File: src/design/pq_pkg.sv
package pq_pkg;

	// Entry fields
	localparam int RANK_W = 10;
	localparam int META_W = 10;

	// Register file at the front of the queue
	localparam int REG_DEPTH = 4;
	localparam int L2_REG_DEPTH = 2;

	// List storage, sentinels included
	localparam int MAX_NODES = 16;
	localparam int CAPACITY = MAX_NODES - 2 + REG_DEPTH;
	localparam int COUNT_W = 5;

	typedef logic [RANK_W-1:0] rank_t;
	typedef logic [META_W-1:0] meta_t;

	typedef struct packed {
		rank_t rank;
		meta_t meta;
	} entry_t;

	typedef logic [COUNT_W-1:0] count_t;

endpackage

File: src/design/list_pkg.sv
package list_pkg;

	localparam int L2_NODES = 4;

	typedef logic [L2_NODES-1:0] node_ptr_t;

	// End marker in the head's left and the tail's right link
	localparam node_ptr_t NULL_PTR = '1;

	// Sentinel nodes
	localparam node_ptr_t HEAD_NODE = 4'd0;
	localparam node_ptr_t TAIL_NODE = 4'd1;
	localparam pq_pkg::rank_t HEAD_RANK = '1;
	localparam pq_pkg::rank_t TAIL_RANK = '0;

	typedef enum logic [3:0] {
		ST_INIT_SENT,
		ST_INIT_FREE,
		ST_IDLE,
		ST_SEARCH_READ,
		ST_SEARCH_STEP,
		ST_LINK_NEW,
		ST_LINK_NEIGH,
		ST_DEQ_READ,
		ST_DEQ_UNLINK
	} list_state_t;

endpackage

File: src/design/node_ram.sv
module node_ram #(
	parameter type payload_t = logic [7:0]
) (
	input logic clk,
	input logic wr,
	input list_pkg::node_ptr_t waddr,
	input payload_t wdata,
	input list_pkg::node_ptr_t raddr,
	output payload_t rdata
);
	import list_pkg::*;

	payload_t mem [2**L2_NODES];

	// Registered read, old data on a same-address write
	always_ff @(posedge clk)
	begin
		if (wr)
			mem[waddr] <= wdata;
		rdata <= mem[raddr];
	end

	// The list controller must always resolve its write address
	assert property (@(posedge clk) wr |-> !$isunknown(waddr));

endmodule

File: src/design/free_list.sv
module free_list (
	input logic clk,
	input logic rst,
	input logic push,
	input list_pkg::node_ptr_t push_ptr,
	input logic pop,
	output list_pkg::node_ptr_t head_ptr,
	output logic empty
);
	import pq_pkg::*;
	import list_pkg::*;

	node_ptr_t slots [MAX_NODES];
	node_ptr_t rd_idx;
	node_ptr_t wr_idx;
	logic [L2_NODES:0] used;
	logic full;

	// Depth is a power of two, so the top bit marks full
	assign full = used[L2_NODES];
	assign empty = (used == '0);

	// Fall-through head
	assign head_ptr = slots[rd_idx];

	always_ff @(posedge clk)
	begin
		if (rst)
		begin
			rd_idx <= '0;
			wr_idx <= '0;
			used <= '0;
		end
		else
		begin
			if (push)
				wr_idx <= wr_idx + 1'b1;
			if (pop)
				rd_idx <= rd_idx + 1'b1;
			if (push && !pop)
				used <= used + 1'b1;
			else if (pop && !push)
				used <= used - 1'b1;
		end
	end

	always_ff @(posedge clk)
	begin
		if (push)
			slots[wr_idx] <= push_ptr;
	end

	assert property (@(posedge clk) disable iff (rst) pop |-> !empty);
	assert property (@(posedge clk) disable iff (rst) push |-> !full);

endmodule

File: src/design/sorted_list.sv
module sorted_list (
	input logic clk,
	input logic rst,
	input logic list_insert,
	input pq_pkg::entry_t list_entry,
	input logic dequeue,
	output pq_pkg::entry_t list_out,
	output logic list_out_valid,
	output logic list_busy,
	output pq_pkg::count_t list_count,
	output logic list_full
);
	import pq_pkg::*;
	import list_pkg::*;

	list_state_t state;
	node_ptr_t init_ptr;
	node_ptr_t left;
	node_ptr_t right;
	node_ptr_t tail_left;
	node_ptr_t deq_node;
	entry_t new_entry;
	logic found;

	// Memory ports, one read address shared by all three
	node_ptr_t raddr;
	logic entry_wr;
	node_ptr_t entry_waddr;
	entry_t entry_wdata;
	entry_t entry_rdata;
	logic rptr_wr;
	node_ptr_t rptr_waddr;
	node_ptr_t rptr_wdata;
	node_ptr_t rptr_rdata;
	logic lptr_wr;
	node_ptr_t lptr_waddr;
	node_ptr_t lptr_wdata;
	node_ptr_t lptr_rdata;

	logic fl_push;
	logic fl_pop;
	node_ptr_t fl_push_ptr;
	node_ptr_t fl_head;
	logic fl_empty;

	node_ram #(.payload_t(entry_t)) u_entry_ram (
		.clk   (clk),
		.wr    (entry_wr),
		.waddr (entry_waddr),
		.wdata (entry_wdata),
		.raddr (raddr),
		.rdata (entry_rdata)
	);

	node_ram #(.payload_t(node_ptr_t)) u_rptr_ram (
		.clk   (clk),
		.wr    (rptr_wr),
		.waddr (rptr_waddr),
		.wdata (rptr_wdata),
		.raddr (raddr),
		.rdata (rptr_rdata)
	);

	node_ram #(.payload_t(node_ptr_t)) u_lptr_ram (
		.clk   (clk),
		.wr    (lptr_wr),
		.waddr (lptr_waddr),
		.wdata (lptr_wdata),
		.raddr (raddr),
		.rdata (lptr_rdata)
	);

	free_list u_free (
		.clk      (clk),
		.rst      (rst),
		.push     (fl_push),
		.push_ptr (fl_push_ptr),
		.pop      (fl_pop),
		.head_ptr (fl_head),
		.empty    (fl_empty)
	);

	assign list_busy = (state != ST_IDLE);
	assign list_full = fl_empty && (state != ST_INIT_SENT) && (state != ST_INIT_FREE);
	assign fl_push_ptr = (state == ST_DEQ_UNLINK) ? deq_node : init_ptr;

	// Stop in front of the first real node not ranked above the new one
	assign found = (right != HEAD_NODE) && (entry_rdata.rank <= new_entry.rank);

	always_comb
	begin
		entry_wr = 1'b0;
		rptr_wr = 1'b0;
		lptr_wr = 1'b0;
		entry_waddr = init_ptr;
		rptr_waddr = init_ptr;
		lptr_waddr = init_ptr;
		entry_wdata = '{rank: HEAD_RANK, meta: '1};
		rptr_wdata = TAIL_NODE;
		lptr_wdata = NULL_PTR;
		raddr = right;
		fl_push = 1'b0;
		fl_pop = 1'b0;
		case (state)
			ST_INIT_SENT:
			begin
				entry_wr = 1'b1;
				rptr_wr = 1'b1;
				lptr_wr = 1'b1;
				if (init_ptr == TAIL_NODE)
				begin
					entry_wdata = '{rank: TAIL_RANK, meta: '1};
					rptr_wdata = NULL_PTR;
					lptr_wdata = HEAD_NODE;
				end
			end
			ST_INIT_FREE:
				fl_push = 1'b1;
			ST_SEARCH_STEP:
				// Follow the link straight away, one node per cycle
				if (!found)
					raddr = rptr_rdata;
			ST_LINK_NEW:
			begin
				entry_wr = 1'b1;
				rptr_wr = 1'b1;
				lptr_wr = 1'b1;
				entry_waddr = fl_head;
				rptr_waddr = fl_head;
				lptr_waddr = fl_head;
				entry_wdata = new_entry;
				rptr_wdata = right;
				lptr_wdata = left;
			end
			ST_LINK_NEIGH:
			begin
				rptr_wr = 1'b1;
				lptr_wr = 1'b1;
				rptr_waddr = left;
				lptr_waddr = right;
				rptr_wdata = fl_head;
				lptr_wdata = fl_head;
				fl_pop = 1'b1;
			end
			ST_DEQ_READ:
				raddr = deq_node;
			ST_DEQ_UNLINK:
			begin
				// Bridge the removed node's left neighbour to the tail
				rptr_wr = 1'b1;
				lptr_wr = 1'b1;
				rptr_waddr = lptr_rdata;
				lptr_waddr = TAIL_NODE;
				rptr_wdata = TAIL_NODE;
				lptr_wdata = lptr_rdata;
				fl_push = 1'b1;
			end
			default:
				raddr = right;
		endcase
	end

	always_ff @(posedge clk)
	begin
		if (rst)
		begin
			state <= ST_INIT_SENT;
			init_ptr <= HEAD_NODE;
			tail_left <= HEAD_NODE;
			list_count <= '0;
			list_out_valid <= 1'b0;
		end
		else
		begin
			list_out_valid <= 1'b0;
			case (state)
				ST_INIT_SENT:
				begin
					init_ptr <= init_ptr + 1'b1;
					if (init_ptr == TAIL_NODE)
						state <= ST_INIT_FREE;
				end
				ST_INIT_FREE:
				begin
					init_ptr <= init_ptr + 1'b1;
					if (init_ptr == node_ptr_t'(MAX_NODES - 1))
						state <= ST_IDLE;
				end
				ST_IDLE:
					if (list_insert)
					begin
						new_entry <= list_entry;
						right <= HEAD_NODE;
						list_count <= list_count + 1'b1;
						state <= ST_SEARCH_READ;
					end
					else if (dequeue)
					begin
						deq_node <= tail_left;
						state <= ST_DEQ_READ;
					end
				ST_SEARCH_READ:
					state <= ST_SEARCH_STEP;
				ST_SEARCH_STEP:
					if (found)
						state <= ST_LINK_NEW;
					else
					begin
						left <= right;
						right <= rptr_rdata;
					end
				ST_LINK_NEW:
					state <= ST_LINK_NEIGH;
				ST_LINK_NEIGH:
				begin
					if (right == TAIL_NODE)
						tail_left <= fl_head;
					state <= ST_IDLE;
				end
				ST_DEQ_READ:
					state <= ST_DEQ_UNLINK;
				ST_DEQ_UNLINK:
				begin
					list_out <= entry_rdata;
					list_out_valid <= 1'b1;
					list_count <= list_count - 1'b1;
					tail_left <= lptr_rdata;
					state <= ST_IDLE;
				end
				default:
					state <= ST_IDLE;
			endcase
		end
	end

	assert property (@(posedge clk) disable iff (rst) list_insert |-> !list_full);
	assert property (@(posedge clk) disable iff (rst) dequeue |-> list_count != '0);

endmodule

File: src/design/pifo_reg.sv
module pifo_reg (
	input logic clk,
	input logic rst,
	input logic reg_insert,
	input pq_pkg::entry_t reg_entry,
	input logic remove,
	output pq_pkg::entry_t entry_out,
	output logic valid_out,
	output pq_pkg::entry_t reg_max,
	output logic [pq_pkg::L2_REG_DEPTH:0] reg_count,
	output logic reg_full,
	output logic reg_empty
);
	import pq_pkg::*;

	typedef logic [L2_REG_DEPTH-1:0] idx_t;

	entry_t slot [REG_DEPTH];
	logic [REG_DEPTH-1:0] valid;
	idx_t min_idx;
	idx_t max_idx;
	idx_t free_idx;
	idx_t ins_idx;
	logic have_min;
	logic have_max;
	logic take;

	// First minimum and last maximum, so they differ once two entries are held
	always_comb
	begin
		have_min = 1'b0;
		have_max = 1'b0;
		min_idx = '0;
		max_idx = '0;
		free_idx = '0;
		for (int i = 0; i < REG_DEPTH; i++)
		begin
			if (valid[i] && (!have_min || slot[i].rank < slot[min_idx].rank))
			begin
				min_idx = idx_t'(i);
				have_min = 1'b1;
			end
			if (valid[i] && (!have_max || slot[i].rank >= slot[max_idx].rank))
			begin
				max_idx = idx_t'(i);
				have_max = 1'b1;
			end
		end
		for (int i = REG_DEPTH - 1; i >= 0; i--)
			if (!valid[i])
				free_idx = idx_t'(i);
	end

	always_comb
	begin
		reg_count = '0;
		for (int i = 0; i < REG_DEPTH; i++)
			reg_count = reg_count + {{L2_REG_DEPTH{1'b0}}, valid[i]};
	end

	assign reg_full = &valid;
	assign reg_empty = ~|valid;
	assign reg_max = slot[max_idx];
	assign take = remove && !reg_empty;

	// When full the evicted maximum has already been sent to the list
	assign ins_idx = reg_full ? max_idx : free_idx;

	always_ff @(posedge clk)
	begin
		if (rst)
		begin
			valid <= '0;
			valid_out <= 1'b0;
		end
		else
		begin
			valid_out <= take;
			if (take)
				valid[min_idx] <= 1'b0;
			if (reg_insert)
				valid[ins_idx] <= 1'b1;
		end
	end

	always_ff @(posedge clk)
	begin
		if (take)
			entry_out <= slot[min_idx];
		if (reg_insert)
			slot[ins_idx] <= reg_entry;
	end

endmodule

File: src/design/insert_router.sv
module insert_router (
	input logic clk,
	input logic rst,
	input logic insert,
	input pq_pkg::entry_t entry_in,
	input pq_pkg::entry_t reg_max,
	input logic [pq_pkg::L2_REG_DEPTH:0] reg_count,
	input logic reg_full,
	input logic reg_empty,
	output logic reg_insert,
	output pq_pkg::entry_t reg_entry,
	input pq_pkg::entry_t list_out,
	input logic list_out_valid,
	input logic list_busy,
	input pq_pkg::count_t list_count,
	input logic list_full,
	output logic list_insert,
	output pq_pkg::entry_t list_entry,
	output logic dequeue,
	output logic busy,
	output pq_pkg::count_t num_entries
);
	import pq_pkg::*;

	logic list_empty;
	logic list_pending;
	logic accept;
	logic below_max;
	logic to_reg;
	logic evict;

	assign list_empty = (list_count == '0);

	// List work in flight, including strobes not yet seen by the list
	assign list_pending = list_busy || list_insert || dequeue || list_out_valid;
	assign busy = list_pending || (reg_empty && !list_empty);

	assign accept = insert && !busy && !list_full;
	assign below_max = (entry_in.rank < reg_max.rank);
	assign to_reg = (reg_empty || !reg_full) && (below_max || list_empty);
	assign evict = reg_full && below_max;

	// Refills and accepted inserts never meet, busy keeps them apart
	assign reg_insert = list_out_valid || (accept && (to_reg || evict));
	assign reg_entry = list_out_valid ? list_out : entry_in;

	assign num_entries = count_t'(reg_count) + list_count + count_t'(list_insert)
		+ count_t'(list_out_valid);

	always_ff @(posedge clk)
	begin
		if (rst)
		begin
			list_insert <= 1'b0;
			dequeue <= 1'b0;
		end
		else
		begin
			list_insert <= accept && !to_reg;
			dequeue <= !reg_full && !list_empty && !list_pending && !insert;
		end
	end

	// Evicted maximum or the new entry itself
	always_ff @(posedge clk)
	begin
		if (accept)
			list_entry <= evict ? reg_max : entry_in;
	end

	assert property (@(posedge clk) disable iff (rst) num_entries <= CAPACITY);

endmodule

File: src/design/rank_queue.sv
module rank_queue (
	input logic clk,
	input logic rst,
	input logic insert,
	input logic remove,
	input pq_pkg::entry_t entry_in,
	output pq_pkg::entry_t entry_out,
	output logic valid_out,
	output pq_pkg::count_t num_entries,
	output logic busy,
	output logic full
);
	import pq_pkg::*;

	entry_t reg_entry;
	entry_t reg_max;
	entry_t list_entry;
	entry_t list_out;
	logic reg_insert;
	logic reg_full;
	logic reg_empty;
	logic [L2_REG_DEPTH:0] reg_count;
	logic list_insert;
	logic dequeue;
	logic list_out_valid;
	logic list_busy;
	count_t list_count;

	insert_router u_router (
		.clk            (clk),
		.rst            (rst),
		.insert         (insert),
		.entry_in       (entry_in),
		.reg_max        (reg_max),
		.reg_count      (reg_count),
		.reg_full       (reg_full),
		.reg_empty      (reg_empty),
		.reg_insert     (reg_insert),
		.reg_entry      (reg_entry),
		.list_out       (list_out),
		.list_out_valid (list_out_valid),
		.list_busy      (list_busy),
		.list_count     (list_count),
		.list_full      (full),
		.list_insert    (list_insert),
		.list_entry     (list_entry),
		.dequeue        (dequeue),
		.busy           (busy),
		.num_entries    (num_entries)
	);

	sorted_list u_list (
		.clk            (clk),
		.rst            (rst),
		.list_insert    (list_insert),
		.list_entry     (list_entry),
		.dequeue        (dequeue),
		.list_out       (list_out),
		.list_out_valid (list_out_valid),
		.list_busy      (list_busy),
		.list_count     (list_count),
		.list_full      (full)
	);

	pifo_reg u_reg (
		.clk        (clk),
		.rst        (rst),
		.reg_insert (reg_insert),
		.reg_entry  (reg_entry),
		.remove     (remove),
		.entry_out  (entry_out),
		.valid_out  (valid_out),
		.reg_max    (reg_max),
		.reg_count  (reg_count),
		.reg_full   (reg_full),
		.reg_empty  (reg_empty)
	);

endmodule

File: config.mk
export PLATFORM = sky130hd
export DESIGN_NAME = rank_queue
export DESIGN_NICKNAME = d
export VERILOG_FILES = /design/src/design/pq_pkg.sv /design/src/design/list_pkg.sv /design/src/design/node_ram.sv /design/src/design/free_list.sv /design/src/design/sorted_list.sv /design/src/design/pifo_reg.sv /design/src/design/insert_router.sv /design/src/design/rank_queue.sv
export SDC_FILE = /design/constraint.sdc
export NUM_CORES = 1
export LEC_CHECK = 0
export BUFFER_PORTS_ARGS = -buffer_cell sky130_fd_sc_hd__buf_4
export CAP_MARGIN = 20
export CORE_ASPECT_RATIO = 1.4
export CORE_MARGIN = 1
export CORE_UTILIZATION = 59
export CTS_BUF_LIST = sky130_fd_sc_hd__clkbuf_4 sky130_fd_sc_hd__clkbuf_8
export CTS_CLUSTER_DIAMETER = 50
export DETAILED_ROUTE_END_ITERATION = 12
export GPL_ROUTABILITY_DRIVEN = 0
export HOLD_SLACK_MARGIN = 0.06
export PLACE_DENSITY = 0.9
export SKIP_CTS_REPAIR_TIMING = 1
export SYNTH_ARGS = -nofsm -noshare
export SYNTH_HDL_FRONTEND = slang
export SYNTH_SLANG_ARGS = --single-unit
File: constraint.sdc
create_clock -name clk -period 9.4 [get_ports clk]
set_input_delay 0.47 -clock clk [delete_from_list [all_inputs] [get_ports clk]]
set_output_delay 0.47 -clock clk [all_outputs]
set_load 0.1 [all_outputs]
==> results by stage <==
Power:
- Power comes to 8.52 mW.
- The maximum resistive drop on vdd is 143 µV.
- The total leakage power is 12.8 nW.
- Power spread over the standard cell area amounts to 238 nW/µm².

Drt:
- In the final routed layout, each cell accounts on average for 24.4 µm.
- For this run, design rule violations remaining after detail routing come to 0.
- The number of routed nets with antenna violations is 0.
- Using the TritonRoute via totals, the vias-per-cell ratio works out to 6.49.
- For this block, the initial DRC count from the detailed router was 2392.
- The number of vias after detailed routing is 20066.
- The final routed wirelength across all metal layers is 75400 µm.
- The first detailed-routing pass ran for 9 iterations.

Logic synthesis:
- In this run, synthesis inferred 684 flip-flops with an integrated enable.
- The share of synthesized flip-flops with an asynchronous set or reset is 0.
- The number of register bits inferred by synthesis is 754.
- The most used flip-flop cell after synthesis is edfxtp_1.
- The sequential element share of the synthesized area is 0.679.
- The summed instance area of the synthesized netlist is 32300 µm².
- The count of yosys warnings during synthesis is 0.
- Synthesis instantiated 82 different standard cells from the library.
- The number of nets in the synthesized netlist is 2309.
- After technology mapping, the gate count stands at 2189.
- A synthesized cell averages 14.8 µm².

Die:
- The area of the placeable core is 54200 µm².
- From left edge to right edge, the die measures 200 µm.
- From bottom edge to top edge, the die measures 279 µm.
- The number of primary I/O pins is 52.
- The initial core utilization is 0.596.
- The die covers 55700 µm².
- The floorplan has 101 rows.

Flow run:
- The reported max-cap violation count is 0.

Clocking:
- The number of clock buffers added by TritonCTS is 98.
- The TritonCTS clock tree is built.
- The CTS root buffer is clkbuf_8.
- The clock latency at the later pin of the worst-skew pair is 700 ps.
- The number of sinks driven by the clock tree is 754.
- In this run the deepest clock path goes through 3 buffers.
- In this run the number of H-tree levels came out at 3.
- The clock transition at the registers of the reported paths is 70 ps.

Final layout:
- Compared with the post-synthesis result, the final layout area differs by 10.8%.
- In the final design database the tool counted 2404 nets.
- In the final layout, the multi-input gates occupy 9760 µm².
- The layout filler cell count is 3320.
- Of the cells placed in the final design, the portion with a size suffix greater than 1 is 0.156.
- The area of all sequential standard cells is 21900 µm².

Min path:
- In this run the most critical hold path is launched from remove.
- The worst hold path passes through 3 cells.
- The worst hold path belongs to the class in -> reg.
- The worst hold path terminates at u_reg.valid_out.

Setup path:
- The depth of the worst register-to-register path is 32.
- Counting stages on the worst path, the most repeated cell is ha_1.
- Across all register-to-register paths, the minimum setup slack is 360 ps.
- The element type at the critical path start is a flip-flop.
- The standard cell with the maximum stage delay on the critical path is o31a_1.
- The worst setup path is captured at a flip-flop.
- The critical register-to-register path startpoint is u_reg.slot[1][12].
- Data arrives at the worst endpoint at 9380 ps.
- The beginning of the critical path is u_reg.slot[1][12].
- The endpoint of the worst-slack reg-to-reg timing path is u_reg.slot[3][19].
- The critical path class is reg -> reg.
- The peak per-stage delay on the critical path is 460 ps.
- The required time at the endpoint of the critical path is 9740 ps.
- Along the worst path, the maximum fanout reaches 20.

Timing:
- The final period utilization is 0.962.
- Setup violations remaining at the end of the flow were counted as 0.
- The headroom to the max-slew limit is 0.130.
- The worst clock skew on the final layout is 44.2 ps.
- The final hold violation count is 0.
- The routed design could run at a clock period as short as 9040 ps.
- Setup repair after global routing left no endpoint under its margin.
- The total negative slack for setup checks is 0 ps.
- The transition time of the tightest slew-check pin is 1300 ps.
- The final number of max-transition violations came to 0.
- The achievable clock frequency is 0.111 GHz.

GRT:
- The number of global-route vias before repair is 20454.
- The number of antenna violations at the first check in global routing came to 1.
- The largest net degree at the start of global routing is 159.
- Across every metal layer, demand over resource in global routing totals 0.272.
- Global routing finished with a remaining overflow of 0.
- The first global-routing pass estimated 114000 µm of wire.

Placement:
- Detailed placement ended at an HPWL of 46500 µm.
- The number of port buffers is 51.

Status:
- The run finished with clean final reports.
logic make-up (layout without fill, tap and decap cells):
family / Yosys count / count (layout) / synth area share
DFF: 754 / 754 / 0.679
and+or+nand+nor: 444 / 444 / 0.0667
adders and majority gates: 96 / 96 / 0.0384
other: 0 / 2 / 0
xor gates and xnor gates: 20 / 20 / 0.00542
buffers and inverters: 167 / 347 / 0.0239
AOI/OAI and AO/OA: 384 / 384 / 0.0768
muxes: 324 / 324 / 0.109
power breakdown:
group	total [mW]	switching [mW]	internal (mW)
Sequential	4.31	0.131	4.18
Clock	2.64	1.22	1.42
Combinational	1.58	1.10	0.480
Total	8.52	2.45	6.08
synthesized netlist by cell type (12+ instances only):
cell | count | share of area
clkbuf_1 | 42 | 0.0049
mux2i_1 | 272 | 0.084
edfxtp_1 | 684 | 0.64
a22oi_1 | 12 | 0.0028
ha_1 | 91 | 0.035
o22ai_1 | 118 | 0.023
buf_2 | 32 | 0.0050
dfxtp_1 | 70 | 0.043
nor2_1 | 127 | 0.015
inv_1 | 68 | 0.0079
nand2_1 | 144 | 0.017
mux2_2 | 32 | 0.011
nor3_1 | 28 | 0.0043
nand3_1 | 18 | 0.0028
o21ai_0 | 88 | 0.014
mux4_2 | 20 | 0.014
buf_6 | 12 | 0.0042
a21oi_1 | 55 | 0.0085
a21o_1 | 20 | 0.0046
nand4_1 | 12 | 0.0023
nand2b_1 | 24 | 0.0046
or4_1 | 29 | 0.0067
layer usage:
metal,GRT usage,up-vias,part of all wire
li1,-,8694,-
met1,0.317,9734,0.34
met2,0.466,1316,0.51
met3,0.0504,322,0.093
met4,0.154,0,0.053
met5,0,-,0
metrics by stage:
step / hold slack (ps) / cells / util / area, µm² / worst slack [ps]
floorplan: 386 / 2189 / - / 32300 / 202
global placement: 387 / 2902 / 0.619 / 33500 / 848
detailed placement: 390 / 2903 / 0.619 / 33500 / 447
CTS: 45.5 / 3088 / 0.659 / 35700 / 238
global route: 86.7 / 3091 / 0.660 / 35800 / 26.3
finish: 67.7 / 3092 / 0.660 / 35800 / 359
registers in the layout, summed over array words and instances (netlist names), 5 cells and up, named ones only:
name / flops
u_list.u_entry_ram.rdata: 20
u_router.list_entry: 20
u_list.list_out: 20
u_list.u_rptr_ram.mem: 64
u_reg.slot: 80
u_list.u_lptr_ram.mem: 64
u_list.u_entry_ram.mem: 320
u_list.new_entry: 20
u_list.list_count: 5
u_list.u_free.used: 5
u_list.u_free.slots: 64
u_reg.entry_out: 20
critical path, delay by kind of cell, from the launching register on:
kind | cells | cell delay [ps]
and+or+nand+nor | 9 | 1870
adders and majority gates | 4 | 1120
DFF | 1 | 440
AOI/OAI and AO/OA | 14 | 3740
muxes | 2 | 480
buffers and inverters | 3 | 1000
layout make-up:
type | instances | area share
Inverter | 68 | 0.00713
Multi-Input combinational cell | 1268 | 0.273
Tap cell | 721 | 0.0252
Clock inverter | 61 | 0.0159
Clock buffer | 124 | 0.0451
Antenna cell | 2 | 0.000140
Timing Repair Buffer | 94 | 0.0206
Sequential cell | 754 | 0.613
how the worst max path moves through the flow:
stage | to | slack, ps | depth (start not counted)
after CTS | u_router.list_entry[12] | 240 | 30
after floorplan | u_reg.slot[1][0] | 200 | 33
after global placement | u_router.list_entry[11] | 850 | 29
after global routing | u_reg.slot[3][10] | 30 | 31
after detailed placement | u_router.list_entry[11] | 450 | 30
final | u_reg.slot[3][19] | 360 | 32
cell usage in the layout (no fill, tap or decap), types with 7 or more instances in the layout:
cell and count:
a211oi_1 10, inv_1 68, a21oi_1 55, mux4_2 20
nor2b_1 10, bufinv_16 10, a22oi_1 12, nand2_1 143
nand3_1 17, nor2_2 11, edfxtp_1 684, mux2i_1 272
xor2_1 10, and4_1 8, nor2_1 111, nand4_1 12
or3_1 8, nor3_1 23, o21a_1 7, clkinv_1 20
or4_1 29, clkinv_2 23, a31oi_1 10, o21ai_0 88
o22ai_1 118, dfxtp_1 70, ha_1 91, xnor2_1 10
mux2_2 32, a21o_1 20, nand2b_1 24, clkbuf_4 15
clkbuf_8 109, buf_4 91
Power figures use the tool's default switching activity.
